==> config.mk <==
export PLATFORM = sky130hd
export DESIGN_NAME = smpc_top
export DESIGN_NICKNAME = d
export VERILOG_FILES = /design/src/source/smpc_ctrl_pkg.sv /design/src/source/smpc_host_pkg.sv /design/src/source/smpc_top.sv /design/src/source/smpc_oreg_report.sv /design/src/source/smpc_rtc.sv /design/src/source/smpc_reset_seq.sv /design/src/source/smpc_bus_regs.sv
export VERILOG_INCLUDE_DIRS = /design/src /design/src/source
export SDC_FILE = /design/constraint.sdc
export NUM_CORES = 1
export LEC_CHECK = 0
export BUFFER_PORTS_ARGS = -buffer_cell sky130_fd_sc_hd__clkbuf_2
export CAP_MARGIN = 5
export CORE_MARGIN = 1.5
export CORE_UTILIZATION = 55
export CTS_BUF_LIST = sky130_fd_sc_hd__clkbuf_8
export DETAILED_ROUTE_END_ITERATION = 6
export PLACE_DENSITY = 0.73
export SYNTH_ARGS = -nofsm -noshare
export SYNTH_HDL_FRONTEND = slang
export SYNTH_SLANG_ARGS = --single-unit
export TNS_END_PERCENT = 30
==> constraint.sdc <==
create_clock -name CLK -period 3.2 [get_ports CLK]
set_input_delay 0.16 -clock CLK [delete_from_list [all_inputs] [get_ports CLK]]
set_output_delay 0.16 -clock CLK [all_outputs]
set_load 0.05 [all_outputs]
==> src/source/smpc_defs.svh <==
`ifndef SMPC_DEFS_SVH
`define SMPC_DEFS_SVH

// Command waits in CE cycles
`define SMPC_WAIT_PWR        120
`define SMPC_WAIT_CD         159
`define SMPC_WAIT_SYSRES     400
`define SMPC_WAIT_INTBACK    500
`define SMPC_WAIT_NMI        127
`define SMPC_WAIT_SRES       60000 // Reset button NMI length

`define SMPC_SEC_DIV_DEFAULT 4000000

// Fixed INTBACK status bytes
`define SMPC_RPT_B1          8'h20
`define SMPC_RPT_B2          8'h22
`define SMPC_RPT_B3          8'h01
`define SMPC_OREG_LAST       31 // Command echo slot

`define SMPC_ADDR_COMREG     7'h1F
`define SMPC_ADDR_SR         7'h61
`define SMPC_ADDR_SF         7'h63

`endif
==> src/source/smpc_ctrl_pkg.sv <==
package smpc_ctrl_pkg;

	// Codes outside this list run as no-op commands
	typedef enum logic [7:0] {
		CMD_MSHON   = 8'h00,
		CMD_SSHON   = 8'h02,
		CMD_SSHOFF  = 8'h03,
		CMD_SNDON   = 8'h06,
		CMD_SNDOFF  = 8'h07,
		CMD_CDON    = 8'h08,
		CMD_CDOFF   = 8'h09,
		CMD_SYSRES  = 8'h0D,
		CMD_INTBACK = 8'h10,
		CMD_NMIREQ  = 8'h18,
		CMD_RESENAB = 8'h19,
		CMD_RESDISA = 8'h1A
	} cmd_code_t;

	typedef enum logic [5:0] {
		SEQ_IDLE   = 6'b000001,
		SEQ_START  = 6'b000010,
		SEQ_WAIT   = 6'b000100,
		SEQ_EXEC   = 6'b001000,
		SEQ_REPORT = 6'b010000,
		SEQ_END    = 6'b100000
	} seq_state_t;

	typedef logic [15:0] wait_cnt_t;
	typedef logic [7:0] bcd_t; // Two BCD digits

endpackage

==> src/source/smpc_host_pkg.sv <==
package smpc_host_pkg;

	// Host data bus byte
	typedef logic [7:0] byte_t;

	// Word address pins A[6:1]
	typedef logic [5:0] bus_addr_t;

	// Index into the 32 byte output register area
	typedef logic [4:0] oreg_addr_t;

endpackage

==> src/source/smpc_top.sv <==
`timescale 1ns/100ps
`include "smpc_defs.svh"

module smpc_top #(
	parameter int SEC_DIV = `SMPC_SEC_DIV_DEFAULT
) (
	input  logic                     CLK,
	input  logic                     RST_N,
	input  logic                     CE,
	input  smpc_host_pkg::bus_addr_t A,
	input  smpc_host_pkg::byte_t     DI,
	output smpc_host_pkg::byte_t     DO,
	input  logic                     CS_N,
	input  logic                     RW_N,
	input  logic                     SRES_N,
	input  logic [3:0]               AC,
	output logic                     MSHRES_N,
	output logic                     MSHNMI_N,
	output logic                     SSHRES_N,
	output logic                     SSHNMI_N,
	output logic                     SYSRES_N,
	output logic                     SNDRES_N,
	output logic                     CDRES_N,
	output logic                     MIRQ_N
);
	import smpc_host_pkg::*;
	import smpc_ctrl_pkg::*;

	logic       cmd_valid, cmd_ready, cmd_done, intback_done;
	logic       report_valid, report_full, report_ready, report_done;
	logic       resd;
	byte_t      cmd_code, ireg0, ireg2, oreg_rdata;
	oreg_addr_t oreg_raddr;
	bcd_t       sec, min, hour, day;

	smpc_bus_regs u_bus (
		.CLK, .RST_N, .a(A), .di(DI), .cs_n(CS_N), .rw_n(RW_N), .sres_n(SRES_N),
		.do_q(DO), .cmd_valid, .cmd_code, .cmd_ready, .cmd_done, .intback_done,
		.ireg0, .ireg2, .oreg_raddr, .oreg_rdata
	);

	smpc_reset_seq u_seq (
		.CLK, .RST_N, .ce(CE), .cmd_valid, .cmd_code, .cmd_ready, .ireg0, .ireg2,
		.sres_n(SRES_N), .report_valid, .report_full, .report_ready, .report_done,
		.cmd_done, .intback_done, .mshres_n(MSHRES_N), .mshnmi_n(MSHNMI_N),
		.sshres_n(SSHRES_N), .sshnmi_n(SSHNMI_N), .sysres_n(SYSRES_N),
		.sndres_n(SNDRES_N), .cdres_n(CDRES_N), .mirq_n(MIRQ_N), .resd
	);

	smpc_rtc #(.SEC_DIV(SEC_DIV)) u_rtc (.CLK, .RST_N, .ce(CE), .sec, .min, .hour, .day);

	// Report samples time and line state as each byte is stored
	smpc_oreg_report u_rpt (
		.CLK, .RST_N, .ce(CE), .report_valid, .report_full, .report_ready, .report_done,
		.cmd_code, .sec, .min, .hour, .day, .ac(AC), .resd, .mshnmi_n(MSHNMI_N),
		.sysres_n(SYSRES_N), .sndres_n(SNDRES_N), .cdres_n(CDRES_N),
		.raddr(oreg_raddr), .rdata(oreg_rdata)
	);

endmodule

==> src/source/smpc_oreg_report.sv <==
`timescale 1ns/100ps
`include "smpc_defs.svh"

module smpc_oreg_report (
	input  logic                      CLK,
	input  logic                      RST_N,
	input  logic                      ce,
	input  logic                      report_valid,
	input  logic                      report_full,
	output logic                      report_ready,
	output logic                      report_done,
	input  smpc_host_pkg::byte_t      cmd_code,
	input  smpc_ctrl_pkg::bcd_t       sec,
	input  smpc_ctrl_pkg::bcd_t       min,
	input  smpc_ctrl_pkg::bcd_t       hour,
	input  smpc_ctrl_pkg::bcd_t       day,
	input  logic [3:0]                ac,
	input  logic                      resd,
	input  logic                      mshnmi_n,
	input  logic                      sysres_n,
	input  logic                      sndres_n,
	input  logic                      cdres_n,
	input  smpc_host_pkg::oreg_addr_t raddr,
	output smpc_host_pkg::byte_t      rdata
);
	import smpc_host_pkg::*;

	localparam oreg_addr_t LAST = oreg_addr_t'(`SMPC_OREG_LAST);

	byte_t      mem [32];
	byte_t      wdata;
	oreg_addr_t wcnt;
	logic       busy;

	assign report_ready = !busy;
	assign rdata = mem[raddr];

	always_comb begin
		case (wcnt)
			5'd0: wdata = {1'b0, resd, 6'b000000};
			5'd1: wdata = `SMPC_RPT_B1;
			5'd2: wdata = `SMPC_RPT_B2;
			5'd3: wdata = `SMPC_RPT_B3;
			5'd4: wdata = day;
			5'd5: wdata = hour;
			5'd6: wdata = min;
			5'd7: wdata = sec;
			5'd9: wdata = {4'b0000, ac};
			5'd10: wdata = {4'b0011, ~mshnmi_n, 1'b1, ~sysres_n, ~sndres_n};
			5'd11: wdata = {1'b0, ~cdres_n, 6'b000000};
			LAST: wdata = cmd_code;
			default: wdata = '0;
		endcase
	end

	always_ff @(posedge CLK or negedge RST_N) begin
		if (!RST_N) begin
			busy <= 1'b0;
			wcnt <= '0;
			report_done <= 1'b0;
		end else begin
			report_done <= 1'b0;
			if (report_valid && report_ready) begin
				busy <= 1'b1;
				wcnt <= report_full ? '0 : LAST; // Short report is the echo only
			end else if (busy && ce) begin
				wcnt <= wcnt + 1'b1;
				if (wcnt == LAST) begin
					busy <= 1'b0;
					report_done <= 1'b1;
				end
			end
		end
	end

	always_ff @(posedge CLK) begin
		if (busy && ce) mem[wcnt] <= wdata;
	end

endmodule

==> src/source/smpc_rtc.sv <==
`timescale 1ns/100ps
`include "smpc_defs.svh"

module smpc_rtc #(
	parameter int SEC_DIV = `SMPC_SEC_DIV_DEFAULT
) (
	input  logic                CLK,
	input  logic                RST_N,
	input  logic                ce,
	output smpc_ctrl_pkg::bcd_t sec,
	output smpc_ctrl_pkg::bcd_t min,
	output smpc_ctrl_pkg::bcd_t hour,
	output smpc_ctrl_pkg::bcd_t day
);
	import smpc_ctrl_pkg::*;

	localparam int DIV_W = $clog2(SEC_DIV + 1);

	logic [DIV_W-1:0] div_cnt;
	logic             tick;

	// Wraps to zero after last, otherwise a plain BCD increment
	function automatic bcd_t bcd_inc(input bcd_t v, input bcd_t last);
		if (v == last) return '0;
		if (v[3:0] == 4'd9) return {v[7:4] + 4'd1, 4'd0};
		return {v[7:4], v[3:0] + 4'd1};
	endfunction

	assign tick = ce && (div_cnt == DIV_W'(SEC_DIV - 1));

	always_ff @(posedge CLK or negedge RST_N) begin
		if (!RST_N) begin
			div_cnt <= '0;
			sec <= '0;
			min <= '0;
			hour <= '0;
			day <= '0;
		end else begin
			if (ce) div_cnt <= tick ? '0 : div_cnt + 1'b1;
			if (tick) begin
				sec <= bcd_inc(sec, 8'h59);
				if (sec == 8'h59) min <= bcd_inc(min, 8'h59);
				if (sec == 8'h59 && min == 8'h59) hour <= bcd_inc(hour, 8'h23);
				if (sec == 8'h59 && min == 8'h59 && hour == 8'h23)
					day <= bcd_inc(day, 8'h99);
			end
		end
	end

endmodule

==> src/source/smpc_reset_seq.sv <==
`timescale 1ns/100ps
`include "smpc_defs.svh"

module smpc_reset_seq (
	input  logic                 CLK,
	input  logic                 RST_N,
	input  logic                 ce,
	input  logic                 cmd_valid,
	input  smpc_host_pkg::byte_t cmd_code,
	output logic                 cmd_ready,
	input  smpc_host_pkg::byte_t ireg0,
	input  smpc_host_pkg::byte_t ireg2,
	input  logic                 sres_n,
	output logic                 report_valid,
	output logic                 report_full,
	input  logic                 report_ready,
	input  logic                 report_done,
	output logic                 cmd_done,
	output logic                 intback_done,
	output logic                 mshres_n,
	output logic                 mshnmi_n,
	output logic                 sshres_n,
	output logic                 sshnmi_n,
	output logic                 sysres_n,
	output logic                 sndres_n,
	output logic                 cdres_n,
	output logic                 mirq_n,
	output logic                 resd
);
	import smpc_ctrl_pkg::*;

	seq_state_t state;
	cmd_code_t  cmd_q;
	wait_cnt_t  wait_cnt;
	wait_cnt_t  sres_cnt;
	logic       sres_lock; // Held until the button is released
	logic       full_q;

	assign cmd_ready = (state == SEQ_IDLE) && ce && (sres_cnt == '0);
	assign cmd_done = (state == SEQ_END) && ce;
	assign intback_done = cmd_done && full_q;
	assign mirq_n = !intback_done;
	assign report_full = full_q;

	always_ff @(posedge CLK or negedge RST_N) begin
		if (!RST_N) begin
			state <= SEQ_IDLE;
			cmd_q <= CMD_MSHON;
			wait_cnt <= '0;
			sres_cnt <= '0;
			sres_lock <= 1'b0;
			full_q <= 1'b0;
			report_valid <= 1'b0;
			{mshres_n, mshnmi_n, sshres_n, sshnmi_n} <= 4'b1101;
			{sysres_n, sndres_n, cdres_n} <= 3'b101;
			resd <= 1'b1;
		end else begin
			if (report_valid && report_ready) report_valid <= 1'b0;

			if (ce) begin
				case (state)
					SEQ_IDLE: if (cmd_valid && cmd_ready) begin
						cmd_q <= cmd_code_t'(cmd_code);
						full_q <= 1'b0;
						state <= SEQ_START;
					end
					SEQ_START: begin
						state <= SEQ_WAIT;
						case (cmd_q)
							CMD_MSHON, CMD_SSHON, CMD_SSHOFF, CMD_SNDON, CMD_SNDOFF:
								wait_cnt <= wait_cnt_t'(`SMPC_WAIT_PWR);
							CMD_CDON, CMD_CDOFF: wait_cnt <= wait_cnt_t'(`SMPC_WAIT_CD);
							CMD_SYSRES: wait_cnt <= wait_cnt_t'(`SMPC_WAIT_SYSRES);
							CMD_NMIREQ, CMD_RESENAB, CMD_RESDISA:
								wait_cnt <= wait_cnt_t'(`SMPC_WAIT_NMI);
							CMD_INTBACK: if (ireg2 == 8'hF0 && ireg0[0]) begin
								full_q <= 1'b1;
								wait_cnt <= wait_cnt_t'(`SMPC_WAIT_INTBACK);
							end else begin
								state <= SEQ_END; // Nothing to report
							end
							default: state <= SEQ_EXEC;
						endcase
					end
					SEQ_WAIT: begin
						wait_cnt <= wait_cnt - 1'b1;
						if (wait_cnt == wait_cnt_t'(1)) state <= SEQ_EXEC;
					end
					SEQ_EXEC: begin
						case (cmd_q)
							CMD_MSHON: {mshres_n, mshnmi_n} <= 2'b11;
							CMD_SSHON: {sshres_n, sshnmi_n} <= 2'b11;
							CMD_SSHOFF: {sshres_n, sshnmi_n} <= 2'b01;
							CMD_SNDON: sndres_n <= 1'b1;
							CMD_SNDOFF: sndres_n <= 1'b0;
							CMD_CDON: cdres_n <= 1'b1;
							CMD_CDOFF: cdres_n <= 1'b0;
							CMD_SYSRES: begin
								{mshres_n, mshnmi_n, sshres_n, sshnmi_n} <= 4'b0000;
								{sysres_n, sndres_n, cdres_n} <= 3'b000;
							end
							CMD_NMIREQ: mshnmi_n <= 1'b0;
							CMD_RESENAB: resd <= 1'b0;
							CMD_RESDISA: resd <= 1'b1;
							default: ;
						endcase
						report_valid <= 1'b1;
						state <= SEQ_REPORT;
					end
					SEQ_END: begin
						if (cmd_q == CMD_SYSRES) begin
							{mshres_n, mshnmi_n, sshres_n, sshnmi_n} <= 4'b1111;
							{sysres_n, sndres_n, cdres_n} <= 3'b111;
						end
						if (cmd_q == CMD_NMIREQ) mshnmi_n <= 1'b1;
						state <= SEQ_IDLE;
					end
					default: ; // REPORT leaves on report_done
				endcase

				// Reset button NMI
				if (sres_cnt != '0) begin
					sres_cnt <= sres_cnt - 1'b1;
					if (sres_cnt == wait_cnt_t'(1)) {mshnmi_n, sshnmi_n} <= 2'b11;
				end else if (sres_lock) begin
					if (sres_n) sres_lock <= 1'b0;
				end else if (!sres_n && !resd) begin
					sres_cnt <= wait_cnt_t'(`SMPC_WAIT_SRES);
					sres_lock <= 1'b1;
					{mshnmi_n, sshnmi_n} <= 2'b00;
				end
			end

			if (state == SEQ_REPORT && report_done) state <= SEQ_END;
		end
	end

endmodule

==> src/source/smpc_bus_regs.sv <==
`timescale 1ns/100ps
`include "smpc_defs.svh"

module smpc_bus_regs (
	input  logic                     CLK,
	input  logic                     RST_N,
	input  smpc_host_pkg::bus_addr_t a,
	input  smpc_host_pkg::byte_t     di,
	input  logic                     cs_n,
	input  logic                     rw_n,
	input  logic                     sres_n,
	output smpc_host_pkg::byte_t     do_q,
	output logic                     cmd_valid,
	output smpc_host_pkg::byte_t     cmd_code,
	input  logic                     cmd_ready,
	input  logic                     cmd_done,
	input  logic                     intback_done,
	output smpc_host_pkg::byte_t     ireg0,
	output smpc_host_pkg::byte_t     ireg2,
	output smpc_host_pkg::oreg_addr_t oreg_raddr,
	input  smpc_host_pkg::byte_t     oreg_rdata
);
	import smpc_host_pkg::*;

	logic       rw_n_q;
	logic       cs_n_q;
	logic [6:0] addr;
	logic       wr_stb;
	logic       rd_stb;
	logic       sf;
	logic [2:0] sr_hi;
	byte_t      ireg1;
	byte_t      sr;
	bus_addr_t  oreg_off;

	assign addr = {a, 1'b1};
	assign wr_stb = !rw_n && rw_n_q && !cs_n;
	assign rd_stb = !cs_n && cs_n_q && rw_n;
	assign sr = {sr_hi, ~sres_n, ireg1[7:4]};
	assign oreg_off = a - 6'h10; // OREG0 sits at 21h
	assign oreg_raddr = oreg_off[4:0];

	always_ff @(posedge CLK or negedge RST_N) begin
		if (!RST_N) begin
			rw_n_q <= 1'b1;
			cs_n_q <= 1'b1;
			ireg0 <= '0;
			ireg1 <= '0;
			ireg2 <= '0;
			cmd_code <= '0;
			cmd_valid <= 1'b0;
			sf <= 1'b0;
			sr_hi <= '0;
			do_q <= '0;
		end else begin
			rw_n_q <= rw_n;
			cs_n_q <= cs_n;
			if (cmd_valid && cmd_ready) cmd_valid <= 1'b0;
			if (cmd_done) sf <= 1'b0;
			if (intback_done) sr_hi <= 3'b010;

			if (wr_stb) begin
				case (addr)
					7'h01: ireg0 <= di;
					7'h03: ireg1 <= di;
					7'h05: ireg2 <= di;
					`SMPC_ADDR_COMREG: begin
						cmd_code <= di; // Latest write wins until accepted
						cmd_valid <= 1'b1;
						sf <= 1'b1;
						sr_hi <= '0;
					end
					`SMPC_ADDR_SF: if (di[0]) sf <= 1'b1;
					default: ;
				endcase
			end

			if (rd_stb) begin
				if (addr >= 7'h21 && addr <= 7'h5F) do_q <= oreg_rdata;
				else if (addr == `SMPC_ADDR_SR) do_q <= sr;
				else if (addr == `SMPC_ADDR_SF) do_q <= {7'b0000000, sf};
				else do_q <= '0;
			end
		end
	end

endmodule

After elaboration in Yosys (flattened, before gate mapping)
Memory sizes are Yosys's and may differ from the RTL's. Cells that the tools add are included. W data, S select, Z words.

$add $sub $neg: 13. Magnitude comparators: 2. Equality and inequality tests: 59. Muxes and demuxes: 118. Bitwise logic cells: 6. Reduce and logical (&&, ||, !) cells: 75.

Operator list (count): $mux W8 (18); $pmux W8 S12 (1); $pmux W16 S5 (1); $mux W16 (4); $mux W1 (63); $add A4 B1 Y4 const B (8); $eq A16 B1 Y1 const B (2); $eq A8 B5 Y1 const B (4); $pmux W1 S2 (16); $pmux W16 S2 (1); $sub A16 B1 Y16 const B (2); $mux W6 (5); $pmux W6 S5 (1); $reduce_and A4 Y1 (7); $eq A8 B4 Y1 const B (3); $reduce_bool A2 Y1 (12); $add A22 B1 Y22 const B (1); $eq A22 B22 Y1 const B (1); $mux W22 (1); $eq A5 B3 Y1 const B (4); $reduce_and A2 Y1 (10); $eq A6 B6 Y1 const B (3); $logic_and A1 B1 Y1 (18); $reduce_and A3 Y1 (6); other kinds (41) (81).

Register bits after elaboration: 158. Memory bits (writable): 256. Word-level logic and storage cells: 311. Memories: 1.

Memory list: u_rpt.mem (words 32, bits a word 8, rd ports 1, clocked after memory_dff 0, wr ports 1, line smpc_oreg_report.sv:30) `byte_t mem [32];`.

Logic depth before layout (Yosys ltp)
Depth in word-level cells: 10. Gate-level depth with buffers: 10.

Modules after synthesis
From an unflattened synthesis, not the netlist that was laid out.

Cell total of the unflattened synthesis: 1330. Area, all modules: 18871.8 µm².

By module, submodules not included: smpc_oreg_report (times used 1, cells each 517, area each 10690.3 µm²); smpc_reset_seq (times used 1, cells each 389, area each 3370.7 µm²); smpc_rtc (times used 1, cells each 293, area each 2940.3 µm²); smpc_bus_regs (times used 1, cells each 131, area each 1870.5 µm²).

Worst setup path after synthesis
Ideal clock, no wire load.

Path kind: register to register. Start: register u_rpt.wcnt[0]. End: memory u_rpt.mem[0][6] (netlist bit) (data pin). Library setup time: 377 ps. Arrival: 2555 ps. Required time: 2823 ps. Setup slack: 268 ps. Cell stages (with the launch flop): 8. Buffers on the path: 2. Period minus slack after synthesis: 2932 ps. Cell sequence: dfrtp_1 ha_1 clkbuf_1 and3_1 ha_1 clkbuf_1 a221oi_1 a21oi_1.

Longest elaborated chain between the ends: 2.

RTL lines: from (decl) (line smpc_oreg_report.sv:32) `oreg_addr_t wcnt;`; from (signal assigned) (line smpc_oreg_report.sv:65) `wcnt <= report_full ? '0 : LAST;`; from (signal assigned) (line smpc_oreg_report.sv:67) `wcnt <= wcnt + 1'b1;`; $eq A5 B5 Y1 (tied with other cells) (line smpc_oreg_report.sv:39) `case (wcnt)`; $pmux W8 S12 (*) (line smpc_oreg_report.sv:39); net u_rpt.wdata[6] (line smpc_oreg_report.sv:31) `byte_t wdata;`; to (decl) (line smpc_oreg_report.sv:30).

The timed path passes the listed nets; every way through them passes the cells marked *.

Worst setup path after layout
Start: register u_rpt.wcnt[0]. End: memory u_rpt.mem[15][1] (netlist bit) (data pin).

The elaborated chain is that of the path after synthesis.

==> flow_metrics.tcl <==
set metrics [dict create \
    rows 66 \
    multi_input_area_um2 6380 \
    htreeDepth 3 \
    ys_ff_latch 410 \
    avgSynthCellArea_um2 13.5 \
    synthTopCellsByCount "256 x edfxtp_1, 145 x dfrtp_1, 117 x nand2_1, 108 x nor2_1" \
    yosysTopAreaCellShare_pct 42.0 \
    synth_top_area_cell "edfxtp_1" \
    ys_types 72 \
    cts.sinks 410 \
    synthFlopType "edfxtp_1" \
    viasPerCell 6.08 \
    die_h_um 185 \
    initial_core_util_pct 56.1 \
    area_growth_syn_to_layout_pct 13.1 \
    overflow 0 \
    grt_pass1_vias 11800 \
    ir_drop_mv 0.298 \
    max_slew_margin_pct 44.7 \
    min_period_over_period_pct 85.2 \
    synthCells 1356 \
    antenna_found_initial 0 \
    cts_resized 0 \
    crit_path_start_kind "flip-flop" \
    crit_path_max_fanout 20 \
    cts_tree "yes" \
    post-cts-setup-buffers 0 \
    ctsRootBufferMaster "clkbuf_8" \
    design.portCount 40 \
    ys_seq_area_share_pct 63.2 \
    grt_usage_pct 25.0 \
    diodes 0 \
    grt_max_degree 68 \
    synth.most_common_cell "edfxtp_1" \
    cts_max_path_buffers 3 \
    finalMaxSlewViolations 0 \
    clock_skew_ns 0.0291 \
    ys.warnings.count 0 \
    portBuffers 39 \
    synth_edf_count 256 \
    drive_gt1_share_pct 20.7 \
    hp-class "input port to flip-flop" \
    crit_slowest_cell "a21oi_2" \
    ys_top_cells_by_area "edfxtp_1 42%, dfrtp_1 20%, mux4_2 7.6%" \
    drtAntennaViolNets 0 \
    tightestPinTransition_ns 0.826 \
    endpoint_kind "flip-flop" \
    fmax_mhz 367 \
    power_density_nw_per_um2 583 \
    crit_path_max_incr_delay_ns 0.60 \
    die-width_um 185 \
    crit_type "flip-flop to flip-flop" \
    hold_viol_final 0 \
    routabilityCongestion 0.880 \
    cp.arrival_ns 3.11 \
    cp_cell_sequence "inv_1, ha_1, inv_1, o32a_1, a21oi_2, buf_4" \
    clock_latency_ns 0.58 \
    nets 1524 \
    maxCapViolations 0 \
    hold_buffers 12 \
    drc_errors 0 \
    crit_required_ns 3.58 \
    rsz0062_at_grt "no" \
    design.die.area_um2 34300 \
    status "finished clean" \
    dp_hpwl_um 27100 \
    fin_crit_ns 2.73 \
    core_area_um2 32600 \
    p_leak_nw 8.06 \
    netlist_area_um2 18300 \
    synthArstFlopShare_pct 37.6 \
    drtIter0Drc 1295 \
    wl_um 41300 \
    setup_viol 0 \
    via_count 11900 \
    ff_latch_area_um2 11600 \
    dr.pass1.iters 5 \
    synth_nets 1409 \
    crit_path_frequent_cell "inv_1" \
    cts_buffers 67 \
    routedWlPerCell_um 21.0 \
    grt_pass1_wl_um 65000 \
    fill_cells 2385 \
    design_power_total_mw 12.1 \
    clk_pin_slew_worst_paths_ns 0.06 \
    setup_tns_ns 0 \
]
## kinds of logic (layout without fill, tap and decap cells)
logic type | count (synthesis) | in the layout | share of synthesized area (%)
buffers and inverters | 96 | 260 | 2.11
AOI/OAI and AO/OA | 216 | 216 | 7.47
DFF | 410 | 410 | 63.2
xor gates and xnor gates | 34 | 34 | 1.63
and+or+nand+nor | 448 | 448 | 12.3
muxes | 123 | 123 | 11.3
adders and majority gates | 29 | 29 | 1.98
## cells in the final DEF, fill, tap and decap left out, drive strengths merged, types with 17 or more instances in the layout
cell and count:
edfxtp 256, dfrtp 145, nand2 118, clkbuf 110, nor2 108, o21ai 64, mux4 62, buf 58
inv 56, a21oi 52, nand3 49, mux2 41, nor3 40, ha 29, nor4 22, xnor2 20
mux2i 20, clkinv 18, or3 17
## critical path, delay by kind of cell (launching register included)
family          cells  cell delay (ns)
buf+inv             3             0.62
flops               1             0.44
compound gates      2             0.98
fa+ha+maj           1             0.48
## final timing paths
path | startpoint | to | slack [ns] | depth (start not counted)
max | u_rpt.wcnt[0] | u_rpt.mem[15][1] | 0.47 | 6
min | CE | u_rtc.div_cnt[8] | 0.06 | 5
max reg2reg | u_rpt.wcnt[0] | u_rpt.mem[15][1] | 0.47 | 6
min reg2reg | u_bus.sf | u_bus.sf | 0.47 | 2
max in group asynchronous | RST_N | u_rtc.day[4] | 2.22 | 3
min in group asynchronous | RST_N | u_rtc.div_cnt[18] | 0.15 | 2
## per-layer routing
layer	global-route usage [%]	vias up	part of all wire [%]
li1	-	5390	-
met1	35.5	6020	43
met2	38.4	450	47
met3	5.92	73	7.8
met4	7.28	0	2.0
met5	0	-	0
## metrics by stage
| stage | utilization [%] | hold WS (ns) | std cells | instance area [um^2] | setup WS (ns) |
|---|---|---|---|---|---|
| final | 63.4 | 0.0603 | 1962 | 20700 | 0.475 |
| after global routing | 63.4 | 0.0778 | 1962 | 20700 | 0.277 |
| after CTS | 63.4 | 0.0403 | 1962 | 20700 | 0.503 |
| after detailed placement | 59.1 | 0.200 | 1832 | 19300 | 0.532 |
| after global placement | 59.1 | 0.196 | 1832 | 19300 | 0.642 |
| after floorplan | - | -0.136 | 1356 | 18300 | 0.268 |
## where the power goes
part	internal [mW]	leakage [nW]	switching, mW
clock	2.36	0.724	2.02
combinational	0.543	2.91	0.919
sequential	5.92	4.43	0.293
## area by class of cell
cell class / instances / area share (%)
sequential: 410 / 55.9
timing repair buffer: 106 / 3.76
clock buffer: 74 / 4.93
multi-input combinational: 850 / 30.8
clock inverter: 44 / 1.27
inverter: 36 / 0.654
tap: 442 / 2.67
## flip-flops by register name, indices dropped and copies added (netlist names), 3 cells and up
name,cells
u_seq.wait_cnt,16
u_rtc.day,8
u_rpt.mem,256
u_bus.sr_hi,3
u_bus.cmd_code,8
u_bus.do_q,8
u_rpt.wcnt,5
u_seq.sres_cnt,16
u_rtc.sec,8
u_seq.cmd_q,8
u_bus.ireg2,8
u_rtc.hour,8
u_rtc.div_cnt,22
u_rtc.min,8
u_seq.state,6
u_bus.ireg1,4
Power figures use the tool's default switching activity.
